**config.mk**
```make
export PLATFORM = sky130hd
export DESIGN_NAME = mcast_demux_top
export DESIGN_NICKNAME = d
export VERILOG_FILES = /design/src/mcast_bus_pkg.sv /design/src/mcast_map_pkg.sv /design/src/aw_spill_reg.sv /design/src/aw_addr_decode.sv /design/src/w_route.sv /design/src/b_join.sv /design/src/mcast_demux_top.sv
export VERILOG_INCLUDE_DIRS = /design/src
export SDC_FILE = /design/constraint.sdc
export NUM_CORES = 2
export LEC_CHECK = 0
export ABC_AREA = 1
export BUFFER_PORTS_ARGS = -buffer_cell sky130_fd_sc_hd__buf_2
export CAP_MARGIN = 20
export CORE_MARGIN = 10
export CORE_UTILIZATION = 40
export CTS_CLUSTER_SIZE = 10
export DETAILED_ROUTE_END_ITERATION = 8
export PLACE_DENSITY = 0.69
export SLEW_MARGIN = 20
export SYNTH_ARGS = -nofsm -noshare
export SYNTH_HDL_FRONTEND = slang
export SYNTH_SLANG_ARGS = --single-unit
```
**constraint.sdc**
```tcl
create_clock -name clk_i -period 14.4 [get_ports clk_i]
set_clock_uncertainty 0.2 [all_clocks]
set_input_delay 3.6 -clock clk_i [delete_from_list [all_inputs] [get_ports clk_i]]
set_output_delay 3.6 -clock clk_i [all_outputs]
set_load 0.05 [all_outputs]
```
**src/mcast_demux_defs.svh**
```systemverilog
/*
 * Multicast write demultiplexer parameters
 * Port count, bus field widths and the depth of the selection queues
 */

`ifndef MCAST_DEMUX_DEFS_SVH
`define MCAST_DEMUX_DEFS_SVH

// Number of master ports
`define MCAST_NUM_PORTS 4

// Bus field widths
`define MCAST_ADDR_W 32
`define MCAST_DATA_W 32
`define MCAST_ID_W   4
`define MCAST_LEN_W  8

// Writes in flight, sizes the route and join queues
`define MCAST_MAX_TRANS 4

`endif

```
**src/mcast_bus_pkg.sv**
```systemverilog
/*
 * Bus types of the multicast write demultiplexer
 * Beat layouts of the AW, W and B channels and the response codes
 */

`include "mcast_demux_defs.svh"

package mcast_bus_pkg;

  typedef logic [`MCAST_ADDR_W-1:0] addr_t;
  typedef logic [`MCAST_DATA_W-1:0] data_t;
  typedef logic [`MCAST_ID_W-1:0]   id_t;
  typedef logic [`MCAST_LEN_W-1:0]  len_t;

  // Ordered by code value, not by severity
  typedef enum logic [1:0] {
    RESP_OKAY   = 2'b00,
    RESP_EXOKAY = 2'b01,
    RESP_SLVERR = 2'b10,
    RESP_DECERR = 2'b11
  } resp_e;

  // Slave side AW, collective_mask marks don't-care address bits
  typedef struct packed {
    id_t   id;
    addr_t addr;
    len_t  len;
    addr_t collective_mask;
  } aw_beat_t;

  typedef struct packed {
    data_t data;
    logic  last;
  } w_beat_t;

  typedef struct packed {
    id_t   id;
    resp_e resp;
  } b_beat_t;

  // Per-port AW with sub-address and remaining multicast mask
  typedef struct packed {
    id_t   id;
    addr_t addr;
    len_t  len;
    addr_t mask;
  } port_aw_t;

endpackage

```
**src/mcast_map_pkg.sv**
```systemverilog
/*
 * Address map types of the multicast write demultiplexer
 * Port masks, interval rules and the decode result passed downstream
 */

`include "mcast_demux_defs.svh"

package mcast_map_pkg;

  import mcast_bus_pkg::*;

  typedef logic [`MCAST_NUM_PORTS-1:0] port_mask_t;
  typedef logic [(`MCAST_NUM_PORTS > 1 ? $clog2(`MCAST_NUM_PORTS) : 1)-1:0] port_idx_t;

  // Half-open interval, rule i targets port i
  typedef struct packed {
    addr_t start_addr;
    addr_t end_addr;
  } addr_rule_t;

  // Decode result of one AW
  typedef struct packed {
    port_mask_t                          sel;
    logic                                dec_err;
    id_t                                 id;
    port_aw_t [`MCAST_NUM_PORTS-1:0]     aw;
  } route_t;

endpackage

```
**src/aw_spill_reg.sv**
```systemverilog
/*
 * AW spill register
 * Two slots, registers both valid and ready paths and still
 * passes one beat per cycle
 */

`timescale 1ns/1ps

module aw_spill_reg import mcast_bus_pkg::*; (
  input  logic     clk_i,
  input  logic     arst_n_i,
  input  aw_beat_t aw_i,
  input  logic     valid_i,
  output logic     ready_o,
  output aw_beat_t aw_o,
  output logic     valid_o,
  input  logic     ready_i
);

  aw_beat_t a_data_q, b_data_q;
  logic     a_full_q, b_full_q;
  logic     a_fill, a_drain, b_fill, b_drain;

  // Slot A takes input, slot B catches A when output stalls
  assign a_fill  = valid_i && ready_o;
  assign a_drain = a_full_q && !b_full_q;
  assign b_fill  = a_drain && !ready_i;
  assign b_drain = b_full_q && ready_i;

  always_ff @(posedge clk_i or negedge arst_n_i) begin
    if (!arst_n_i) begin
      a_full_q <= 1'b0;
      b_full_q <= 1'b0;
    end else begin
      a_full_q <= a_fill || (a_full_q && !a_drain);
      b_full_q <= b_fill || (b_full_q && !b_drain);
    end
  end

  always_ff @(posedge clk_i) begin
    if (a_fill) a_data_q <= aw_i;
    if (b_fill) b_data_q <= a_data_q;
  end

  // B always holds the older beat
  assign valid_o = a_full_q || b_full_q;
  assign aw_o    = b_full_q ? b_data_q : a_data_q;
  assign ready_o = !a_full_q || !b_full_q;

endmodule

```
**src/aw_addr_decode.sv**
```systemverilog
/*
 * AW address decoder
 * Unicast beats match the first interval rule, multicast beats match
 * every rule read as an aligned power-of-two mask. Produces the port
 * selection and the per-port sub-address and mask
 */

`timescale 1ns/1ps

`include "mcast_demux_defs.svh"

module aw_addr_decode import mcast_bus_pkg::*; import mcast_map_pkg::*; (
  input  aw_beat_t                          aw_i,
  input  logic                              valid_i,
  output logic                              ready_o,
  input  addr_rule_t [`MCAST_NUM_PORTS-1:0] addr_map_i,
  input  logic                              en_default_port_i,
  input  port_idx_t                         default_port_i,
  output route_t                            route_o,
  output logic                              valid_o,
  input  logic                              ready_i
);

  // Pure combinational stage, handshake passes through
  assign valid_o = valid_i;
  assign ready_o = ready_i;

  always_comb begin : p_decode
    logic      hit;
    port_idx_t hit_idx;
    addr_t     rule_mask;
    addr_t     aw_only;

    hit       = 1'b0;
    hit_idx   = '0;
    rule_mask = '0;
    aw_only   = '0;
    route_o   = '0;
    route_o.id = aw_i.id;

    if (aw_i.collective_mask == '0) begin
      // ------------------------------
      // Unicast
      // ------------------------------
      for (int i = 0; i < `MCAST_NUM_PORTS; i++) begin
        if (!hit && aw_i.addr >= addr_map_i[i].start_addr &&
            aw_i.addr < addr_map_i[i].end_addr) begin
          hit     = 1'b1;
          hit_idx = port_idx_t'(i);
        end
      end
      // Fall back to the default port on a miss
      if (!hit && en_default_port_i) begin
        hit     = 1'b1;
        hit_idx = default_port_i;
      end
      for (int i = 0; i < `MCAST_NUM_PORTS; i++) begin
        route_o.aw[i].id   = aw_i.id;
        route_o.aw[i].addr = aw_i.addr;
        route_o.aw[i].len  = aw_i.len;
        route_o.aw[i].mask = '0;
      end
      if (hit) begin
        route_o.sel[hit_idx] = 1'b1;
      end else begin
        route_o.dec_err = 1'b1;
      end
    end else begin
      // ------------------------------
      // Multicast
      // ------------------------------
      for (int i = 0; i < `MCAST_NUM_PORTS; i++) begin
        rule_mask = addr_map_i[i].end_addr - addr_map_i[i].start_addr - 1;
        // Bits the request wildcards but the rule pins down
        aw_only   = aw_i.collective_mask & ~rule_mask;
        route_o.sel[i] = ((aw_i.addr ^ addr_map_i[i].start_addr) &
                          ~(aw_i.collective_mask | rule_mask)) == '0;
        route_o.aw[i].id   = aw_i.id;
        route_o.aw[i].len  = aw_i.len;
        route_o.aw[i].addr = (addr_map_i[i].start_addr & aw_only) |
                             (aw_i.addr & ~aw_only);
        route_o.aw[i].mask = aw_i.collective_mask & rule_mask;
      end
      route_o.dec_err = (route_o.sel == '0);
    end
  end

endmodule

```
**src/w_route.sv**
```systemverilog
/*
 * Write router
 * Queues decoded selections, forks each AW to its selected ports and
 * broadcasts the W burst to the same ports until the last beat.
 * Pushes the selection on to the B join as each AW is accepted
 */

`timescale 1ns/1ps

`include "mcast_demux_defs.svh"

module w_route import mcast_bus_pkg::*; import mcast_map_pkg::*; (
  input  logic                            clk_i,
  input  logic                            arst_n_i,
  input  route_t                          route_i,
  input  logic                            valid_i,
  output logic                            ready_o,
  input  w_beat_t                         w_i,
  input  logic                            w_valid_i,
  output logic                            w_ready_o,
  output port_aw_t [`MCAST_NUM_PORTS-1:0] mst_aw_o,
  output port_mask_t                      mst_aw_valid_o,
  input  port_mask_t                      mst_aw_ready_i,
  output w_beat_t  [`MCAST_NUM_PORTS-1:0] mst_w_o,
  output port_mask_t                      mst_w_valid_o,
  input  port_mask_t                      mst_w_ready_i,
  output logic                            join_push_o,
  output route_t                          join_o,
  input  logic                            join_ready_i
);

  localparam int unsigned DEPTH = `MCAST_MAX_TRANS;
  localparam int unsigned PTR_W = (DEPTH > 1) ? $clog2(DEPTH) : 1;
  localparam int unsigned CNT_W = $clog2(DEPTH + 1);

  typedef logic [PTR_W-1:0] ptr_t;
  typedef logic [CNT_W-1:0] cnt_t;

  function automatic ptr_t next_ptr(input ptr_t ptr);
    return (ptr == ptr_t'(DEPTH - 1)) ? '0 : ptr + ptr_t'(1);
  endfunction

  route_t     queue_q [DEPTH];
  ptr_t       wr_ptr_q, rd_ptr_q;
  cnt_t       count_q;
  route_t     head;
  logic       head_valid, push, pop;

  logic       armed_q, w_done_q;
  port_mask_t aw_pend_q, w_taken_q, w_port_fire;
  logic       w_active, w_fire, w_last_fire;

  // ------------------------------
  // Selection queue
  // ------------------------------
  assign head       = queue_q[rd_ptr_q];
  assign head_valid = (count_q != '0);
  // Join queue is the same size, stall on either being full
  assign ready_o    = (count_q != cnt_t'(DEPTH)) && join_ready_i;
  assign push       = valid_i && ready_o;

  always_ff @(posedge clk_i) begin
    if (push) queue_q[wr_ptr_q] <= route_i;
  end

  // B join only needs the selection and the ID
  assign join_push_o = push;
  always_comb begin
    join_o         = '0;
    join_o.sel     = route_i.sel;
    join_o.dec_err = route_i.dec_err;
    join_o.id      = route_i.id;
  end

  // ------------------------------
  // AW fork and W broadcast
  // ------------------------------
  assign mst_aw_o       = head.aw;
  assign mst_aw_valid_o = aw_pend_q;

  for (genvar i = 0; i < `MCAST_NUM_PORTS; i++) begin : g_w_fanout
    assign mst_w_o[i] = w_i;
  end

  assign w_active      = head_valid && armed_q && !w_done_q;
  assign mst_w_valid_o = {`MCAST_NUM_PORTS{w_valid_i && w_active}} & head.sel & ~w_taken_q;
  assign w_port_fire   = mst_w_valid_o & mst_w_ready_i;
  // Error entries have no ports selected and sink W at once
  assign w_ready_o     = w_active &&
                         (head.dec_err || (((w_taken_q | w_port_fire) & head.sel) == head.sel));
  assign w_fire        = w_valid_i && w_ready_o;
  assign w_last_fire   = w_fire && w_i.last;

  // Retire once the burst is done and every port took the AW
  assign pop = head_valid && armed_q && (w_done_q || w_last_fire) &&
               ((aw_pend_q & ~mst_aw_ready_i) == '0);

  always_ff @(posedge clk_i or negedge arst_n_i) begin
    if (!arst_n_i) begin
      wr_ptr_q  <= '0;
      rd_ptr_q  <= '0;
      count_q   <= '0;
      armed_q   <= 1'b0;
      w_done_q  <= 1'b0;
      aw_pend_q <= '0;
      w_taken_q <= '0;
    end else begin
      if (push) wr_ptr_q <= next_ptr(wr_ptr_q);
      if (pop) rd_ptr_q <= next_ptr(rd_ptr_q);
      count_q <= count_q + cnt_t'(push) - cnt_t'(pop);

      if (pop) begin
        armed_q   <= 1'b0;
        w_done_q  <= 1'b0;
        aw_pend_q <= '0;
        w_taken_q <= '0;
      end else begin
        // New head offers its AW one cycle after reaching the head
        if (head_valid && !armed_q) begin
          armed_q   <= 1'b1;
          aw_pend_q <= head.sel;
        end else begin
          aw_pend_q <= aw_pend_q & ~mst_aw_ready_i;
        end
        if (w_fire) begin
          w_taken_q <= '0;
        end else begin
          w_taken_q <= w_taken_q | w_port_fire;
        end
        if (w_last_fire) w_done_q <= 1'b1;
      end
    end
  end

endmodule

```
**src/b_join.sv**
```systemverilog
/*
 * B response join
 * Waits for a B from every port of the oldest write, merges them into
 * one upstream B with the worst code, or answers DECERR on its own
 */

`timescale 1ns/1ps

`include "mcast_demux_defs.svh"

module b_join import mcast_bus_pkg::*; import mcast_map_pkg::*; (
  input  logic                            clk_i,
  input  logic                            arst_n_i,
  input  logic                            push_i,
  input  route_t                          route_i,
  output logic                            ready_o,
  input  b_beat_t  [`MCAST_NUM_PORTS-1:0] mst_b_i,
  input  port_mask_t                      mst_b_valid_i,
  output port_mask_t                      mst_b_ready_o,
  output b_beat_t                         slv_b_o,
  output logic                            slv_b_valid_o,
  input  logic                            slv_b_ready_i
);

  localparam int unsigned DEPTH = `MCAST_MAX_TRANS;
  localparam int unsigned PTR_W = (DEPTH > 1) ? $clog2(DEPTH) : 1;
  localparam int unsigned CNT_W = $clog2(DEPTH + 1);

  typedef logic [PTR_W-1:0] ptr_t;
  typedef logic [CNT_W-1:0] cnt_t;

  function automatic ptr_t next_ptr(input ptr_t ptr);
    return (ptr == ptr_t'(DEPTH - 1)) ? '0 : ptr + ptr_t'(1);
  endfunction

  // Severity order EXOKAY < OKAY < SLVERR < DECERR
  function automatic logic [1:0] rank(input resp_e resp);
    case (resp)
      RESP_EXOKAY: return 2'd0;
      RESP_OKAY:   return 2'd1;
      RESP_SLVERR: return 2'd2;
      default:     return 2'd3;
    endcase
  endfunction

  port_mask_t sel_q [DEPTH];
  logic       err_q [DEPTH];
  id_t        id_q  [DEPTH];
  ptr_t       wr_ptr_q, rd_ptr_q;
  cnt_t       count_q;
  logic       head_valid, push, pop;

  port_mask_t answered_q, b_fire;
  resp_e      resp_q, resp_merged;

  assign head_valid = (count_q != '0);
  assign ready_o    = (count_q != cnt_t'(DEPTH));
  assign push       = push_i && ready_o;

  always_ff @(posedge clk_i) begin
    if (push) begin
      sel_q[wr_ptr_q] <= route_i.sel;
      err_q[wr_ptr_q] <= route_i.dec_err;
      id_q[wr_ptr_q]  <= route_i.id;
    end
  end

  // Only the head's ports are accepted, one B each
  assign mst_b_ready_o = {`MCAST_NUM_PORTS{head_valid && !err_q[rd_ptr_q]}} &
                         sel_q[rd_ptr_q] & ~answered_q;
  assign b_fire        = mst_b_valid_i & mst_b_ready_o;

  always_comb begin
    resp_merged = resp_q;
    for (int i = 0; i < `MCAST_NUM_PORTS; i++) begin
      if (b_fire[i] && rank(mst_b_i[i].resp) > rank(resp_merged)) begin
        resp_merged = mst_b_i[i].resp;
      end
    end
  end

  assign slv_b_valid_o = head_valid &&
                         (err_q[rd_ptr_q] || ((answered_q & sel_q[rd_ptr_q]) == sel_q[rd_ptr_q]));
  assign slv_b_o.id    = id_q[rd_ptr_q];
  assign slv_b_o.resp  = err_q[rd_ptr_q] ? RESP_DECERR : resp_q;
  assign pop           = slv_b_valid_o && slv_b_ready_i;

  always_ff @(posedge clk_i or negedge arst_n_i) begin
    if (!arst_n_i) begin
      wr_ptr_q   <= '0;
      rd_ptr_q   <= '0;
      count_q    <= '0;
      answered_q <= '0;
      resp_q     <= RESP_EXOKAY;
    end else begin
      if (push) wr_ptr_q <= next_ptr(wr_ptr_q);
      if (pop) rd_ptr_q <= next_ptr(rd_ptr_q);
      count_q <= count_q + cnt_t'(push) - cnt_t'(pop);
      if (pop) begin
        answered_q <= '0;
        resp_q     <= RESP_EXOKAY;
      end else begin
        answered_q <= answered_q | b_fire;
        resp_q     <= resp_merged;
      end
    end
  end

endmodule

```
**src/mcast_demux_top.sv**
```systemverilog
/*
 * Multicast write demultiplexer
 * One slave write port to MCAST_NUM_PORTS master ports through
 * spill, decode, route and B join stages
 */

`timescale 1ns/1ps

`include "mcast_demux_defs.svh"

module mcast_demux_top import mcast_bus_pkg::*; import mcast_map_pkg::*; (
  input  logic                              clk_i,
  input  logic                              arst_n_i,
  // Configuration
  input  addr_rule_t [`MCAST_NUM_PORTS-1:0] addr_map_i,
  input  logic                              en_default_port_i,
  input  port_idx_t                         default_port_i,
  // Slave port
  input  aw_beat_t                          slv_aw_i,
  input  logic                              slv_aw_valid_i,
  output logic                              slv_aw_ready_o,
  input  w_beat_t                           slv_w_i,
  input  logic                              slv_w_valid_i,
  output logic                              slv_w_ready_o,
  output b_beat_t                           slv_b_o,
  output logic                              slv_b_valid_o,
  input  logic                              slv_b_ready_i,
  // Master ports
  output port_aw_t   [`MCAST_NUM_PORTS-1:0] mst_aw_o,
  output port_mask_t                        mst_aw_valid_o,
  input  port_mask_t                        mst_aw_ready_i,
  output w_beat_t    [`MCAST_NUM_PORTS-1:0] mst_w_o,
  output port_mask_t                        mst_w_valid_o,
  input  port_mask_t                        mst_w_ready_i,
  input  b_beat_t    [`MCAST_NUM_PORTS-1:0] mst_b_i,
  input  port_mask_t                        mst_b_valid_i,
  output port_mask_t                        mst_b_ready_o
);

  aw_beat_t spill_aw;
  logic     spill_valid, spill_ready;
  route_t   dec_route;
  logic     dec_valid, dec_ready;
  route_t   join_route;
  logic     join_push, join_ready;

  aw_spill_reg aw_spill_reg_inst (
    .clk_i    (clk_i),
    .arst_n_i (arst_n_i),
    .aw_i     (slv_aw_i),
    .valid_i  (slv_aw_valid_i),
    .ready_o  (slv_aw_ready_o),
    .aw_o     (spill_aw),
    .valid_o  (spill_valid),
    .ready_i  (spill_ready)
  );

  aw_addr_decode aw_addr_decode_inst (
    .aw_i              (spill_aw),
    .valid_i           (spill_valid),
    .ready_o           (spill_ready),
    .addr_map_i        (addr_map_i),
    .en_default_port_i (en_default_port_i),
    .default_port_i    (default_port_i),
    .route_o           (dec_route),
    .valid_o           (dec_valid),
    .ready_i           (dec_ready)
  );

  w_route w_route_inst (
    .clk_i          (clk_i),
    .arst_n_i       (arst_n_i),
    .route_i        (dec_route),
    .valid_i        (dec_valid),
    .ready_o        (dec_ready),
    .w_i            (slv_w_i),
    .w_valid_i      (slv_w_valid_i),
    .w_ready_o      (slv_w_ready_o),
    .mst_aw_o       (mst_aw_o),
    .mst_aw_valid_o (mst_aw_valid_o),
    .mst_aw_ready_i (mst_aw_ready_i),
    .mst_w_o        (mst_w_o),
    .mst_w_valid_o  (mst_w_valid_o),
    .mst_w_ready_i  (mst_w_ready_i),
    .join_push_o    (join_push),
    .join_o         (join_route),
    .join_ready_i   (join_ready)
  );

  b_join b_join_inst (
    .clk_i         (clk_i),
    .arst_n_i      (arst_n_i),
    .push_i        (join_push),
    .route_i       (join_route),
    .ready_o       (join_ready),
    .mst_b_i       (mst_b_i),
    .mst_b_valid_i (mst_b_valid_i),
    .mst_b_ready_o (mst_b_ready_o),
    .slv_b_o       (slv_b_o),
    .slv_b_valid_o (slv_b_valid_o),
    .slv_b_ready_i (slv_b_ready_i)
  );

endmodule

```
==> flow_summary_export.csv <==
group,metric,value,unit
global_route,met1_usage,37.0,%
critical_path,path_cells,"buf_16 -> inv_8 -> buf_4 -> buf_4 -> o21ai_0 -> o22ai_1 -> buf_2",
placement,place_ws,5.60,ns
yosys,ys_types,61,
finish,syn2layout_area_growth,13.7,%
power_and_ir_drop,power,20.7,mW
critical_path,slowest_delay,0.85,ns
yosys,yosysSeqAreaShare,55.2,%
power_and_ir_drop,irDropWorstVdd,0.298,mV
power_and_ir_drop,clock_power_share,16.9,%
placement,place_congestion,0.983,
critical_path,critPathKind,"reg2out",
sta,hold_viol_final,0,
clock_network,clock-sinks,1312,
clock_network,clk_pin_slew,0.05,ns
yosys,async_reset_ff_share,2.44,%
power_and_ir_drop,switching_power,10.6,mW
drt,avgRoutedWirePerCell,28.1,um
yosys,yosysMostFrequentCell,"nand2_1",
critical_path,start_kind,"register",
power_and_ir_drop,powerDensity,257,nW/um^2
clock_network,cts_buffers,154,
power_and_ir_drop,swShare,51.0,%
global_route,grt_overflow,0,
yosys,syn_nets,8391,
finish,final_cells,10500,
critical_path,cpMaxStageDelayCell,"buf_4",
sta,fin_crit_sh,63.7,%
clock_network,clockRootBuffer,"clkbuf_16",
drt,drt_iter0_drc,6532,
yosys,yosysWarningCount,0,
drt,num_vias,58400,
clock_network,clk_latency,0.83,ns
clock_network,cts_setup_buffers,0,
drt,drc,0,
yosys,synth_top_flop_cell,"edfxtp_1",
yosys,syn_area,71000,um^2
sta,maxSlewViolCount,0,
sta,period_needed,9.17,ns
yosys,synth-seq-cells,1312,
global_route,use_met3,6.63,%
yosys,synthesis.area_per_instance,9.44,um^2
drt,antenna_left,0,
clock_network,ctsHtreeMaxLevel,4,
sta,setup_tns,0,ns
global_route,grtUsageMet2,44.5,%
placement,placedCellCount,10300,
floorplanning,die_y,441,um
power_and_ir_drop,seq_power_share,30.1,%
flow_run,maxCapViolCount,0,
global_route,grt_use_total,29.2,%
global_route,grt_pass1_vias,55000,
sta,finalSetupViolations,0,
drt,viasPerCell,5.54,
sta,setup_slack,5.23,ns
floorplanning,die_width,441,um
yosys,synth_area_leaders,"edfxtp_1, ha_1, nand2_1",
sta,max_freq,0.109,GHz
finish,final_nets,8973,
critical_path,critPathMaxFanout,170,
clock_network,ctsResizeCount,0,
yosys,synthTopCellsByCount,"nand2_1, edfxtp_1, nor2_1",
global_route,busiest_layer,"met2",
floorplanning,start_util,40.3,%
floorplanning,core-area,176000,um^2
global_route,grt_pass1_wl,402000,um
min_path,min_path_type,"reg2reg",
drt,wl,296000,um
power_and_ir_drop,p_int,10.2,mW
drt,first_pass_iters,6,
critical_path,cp_data_arrival_time,5.37,ns
floorplanning,dieArea,195000,um^2
sta,rsz0062_at_grt,"no",
yosys,synth_top_area_share,54.1,%
sta,maxSlewHeadroom,18.2,%
floorplanning,core.rowCount,154,
finish,drive_above_1_share,13.1,%
yosys,yosysTopAreaCell,"edfxtp_1",
outcome,status,"complete, no violations",
clock_network,postCtsHoldBufs,0,
sta,tightest_slew,1.21,ns
floorplanning,num_io_pins,866,
placement,portBuffers,689,
power_and_ir_drop,p_comb_share,53.0,%
global_route,grt_max_degree,192,
global_route,antenna_found_initial,71,
critical_path,required,10.60,ns
power_and_ir_drop,power.leakage,34.1,nW
critical_path,cp-end-kind,"output pin",
yosys,syn_inst,7520,
critical_path,crit_top_cell,"buf_4",
placement,hpwl,222000,um
clock_network,clockBufferDepth,3,
clock_network,cts_tree,"built",
yosys,synth_edf_count,1280,
placed cells by master (no fill, tap or decap), types with 8 or more instances in the layout:
| cell | n |
|---|---|
| a21oi_1 | 248 |
| a31oi_1 | 8 |
| and2_1 | 88 |
| buf_2 | 689 |
| buf_4 | 101 |
| clkbuf_1 | 28 |
| clkbuf_16 | 158 |
| clkinv_2 | 8 |
| dfrtp_1 | 28 |
| diode_2 | 43 |
| edfxtp_1 | 1280 |
| ha_1 | 456 |
| inv_1 | 811 |
| nand2_1 | 1435 |
| nand2_2 | 9 |
| nand3_1 | 275 |
| nand3b_1 | 9 |
| nand4_1 | 79 |
| nor2_1 | 1072 |
| nor3_1 | 58 |
| nor4_1 | 9 |
| o211ai_1 | 12 |
| o21a_1 | 9 |
| o21ai_0 | 803 |
| o21ai_2 | 20 |
| o21bai_1 | 12 |
| o22ai_1 | 277 |
| or2_2 | 24 |
| xnor2_1 | 26 |
| xor2_1 | 17 |
state kept, by name, indices dropped and copies added (netlist names), 3 cells and up:
name	cells
w_route_inst.queue_q	1092
aw_spill_reg_inst.a_data_q	76
aw_spill_reg_inst.b_data_q	76
b_join_inst.id_q	16
b_join_inst.sel_q	16
b_join_inst.answered_q	4
b_join_inst.err_q	4
w_route_inst.mst_aw_valid_o	4
w_route_inst.w_taken_q	4
b_join_inst.count_q	3
w_route_inst.count_q	3
path summary, 6_finish.rpt:
path / slack [ns] / end / cells after the start / from
max reg2reg: 8.15 / w_route_inst.queue_q[2][133]$_DFFE_PP_ / 8 / aw_spill_reg_inst.b_full_q$_DFF_PN0_
min: 0.24 / aw_spill_reg_inst.b_data_q[35]$_DFFE_PP_ / 0 / aw_spill_reg_inst.a_data_q[35]$_DFFE_PP_
min reg2reg: 0.24 / aw_spill_reg_inst.b_data_q[35]$_DFFE_PP_ / 0 / aw_spill_reg_inst.a_data_q[35]$_DFFE_PP_
max: 5.23 / mst_aw_o[6] / 7 / w_route_inst.rd_ptr_q[0]$_DFFE_PN0P_
min in group asynchronous: 2.69 / b_join_inst.resp_q[1]$_DFF_PN0_ / 1 / arst_n_i
max in group asynchronous: 10.71 / aw_spill_reg_inst.b_full_q$_DFF_PN0_ / 1 / arst_n_i
cell families after synthesis:
kind of cell	count (synthesis)	synth area share, %
AO/OA/AOI/OAI	1418	10.8
XOR/XNOR	43	0.530
adder cells (fa/ha/maj)	462	8.20
buffers and inverters	1197	7.30
flip-flops	1312	55.2
multiplexers	1	0.0317
AND/OR/NAND/NOR	3087	17.9
routing by layer:
metal / routed length [um] / vias to the layer above / part of all wire [%]
li1: - / 26800 / -
met2: 132000 / 2821 / 44
met4: 21900 / 18 / 7.4
met5: 337 / - / 0.11
met3: 25700 / 653 / 8.7
met1: 116000 / 28100 / 39
power groups by stage:
stage,sequential [mW],combinational (mW),clock (mW)
finish,6.24,11.0,3.49
global route,6.33,11.6,3.68
floorplan,6.62,7.04,0
CTS,6.27,10.9,3.54
global placement,6.29,10.7,0
detailed placement,6.34,10.8,0
critical path: cells and delay by family, from the launching register on:
| family | cells | cell delay (ns) |
|---|---|---|
| buffers and inverters | 5 | 2.94 |
| AOI/OAI and AO/OA | 2 | 0.80 |
| DFF | 1 | 0.63 |
per-stage QoR:
| stage | area (um^2) | hold slack [ns] | utilization [%] |
|---|---|---|---|
| 6_report | 80700 | 0.240 | 45.8 |
| 3_3_place_gp | 76300 | 0.233 | 43.3 |
| 4_1_cts | 80600 | 0.239 | 45.7 |
| 5_1_grt | 80700 | 0.253 | 45.8 |
| 2_1_floorplan | 71000 | 0.227 | - |
| 3_5_place_dp | 76300 | 0.235 | 43.3 |
layout make-up:
type	count	area (um^2)
antenna	43	108
clock buffer	187	4070
clock inverter	24	267
fill	16700	95600
inverter	825	3110
multi-input combinational	5011	26600
sequential	1312	39300
tap	2340	2930
timing repair buffer	798	4360
Power figures use the tool's default switching activity.
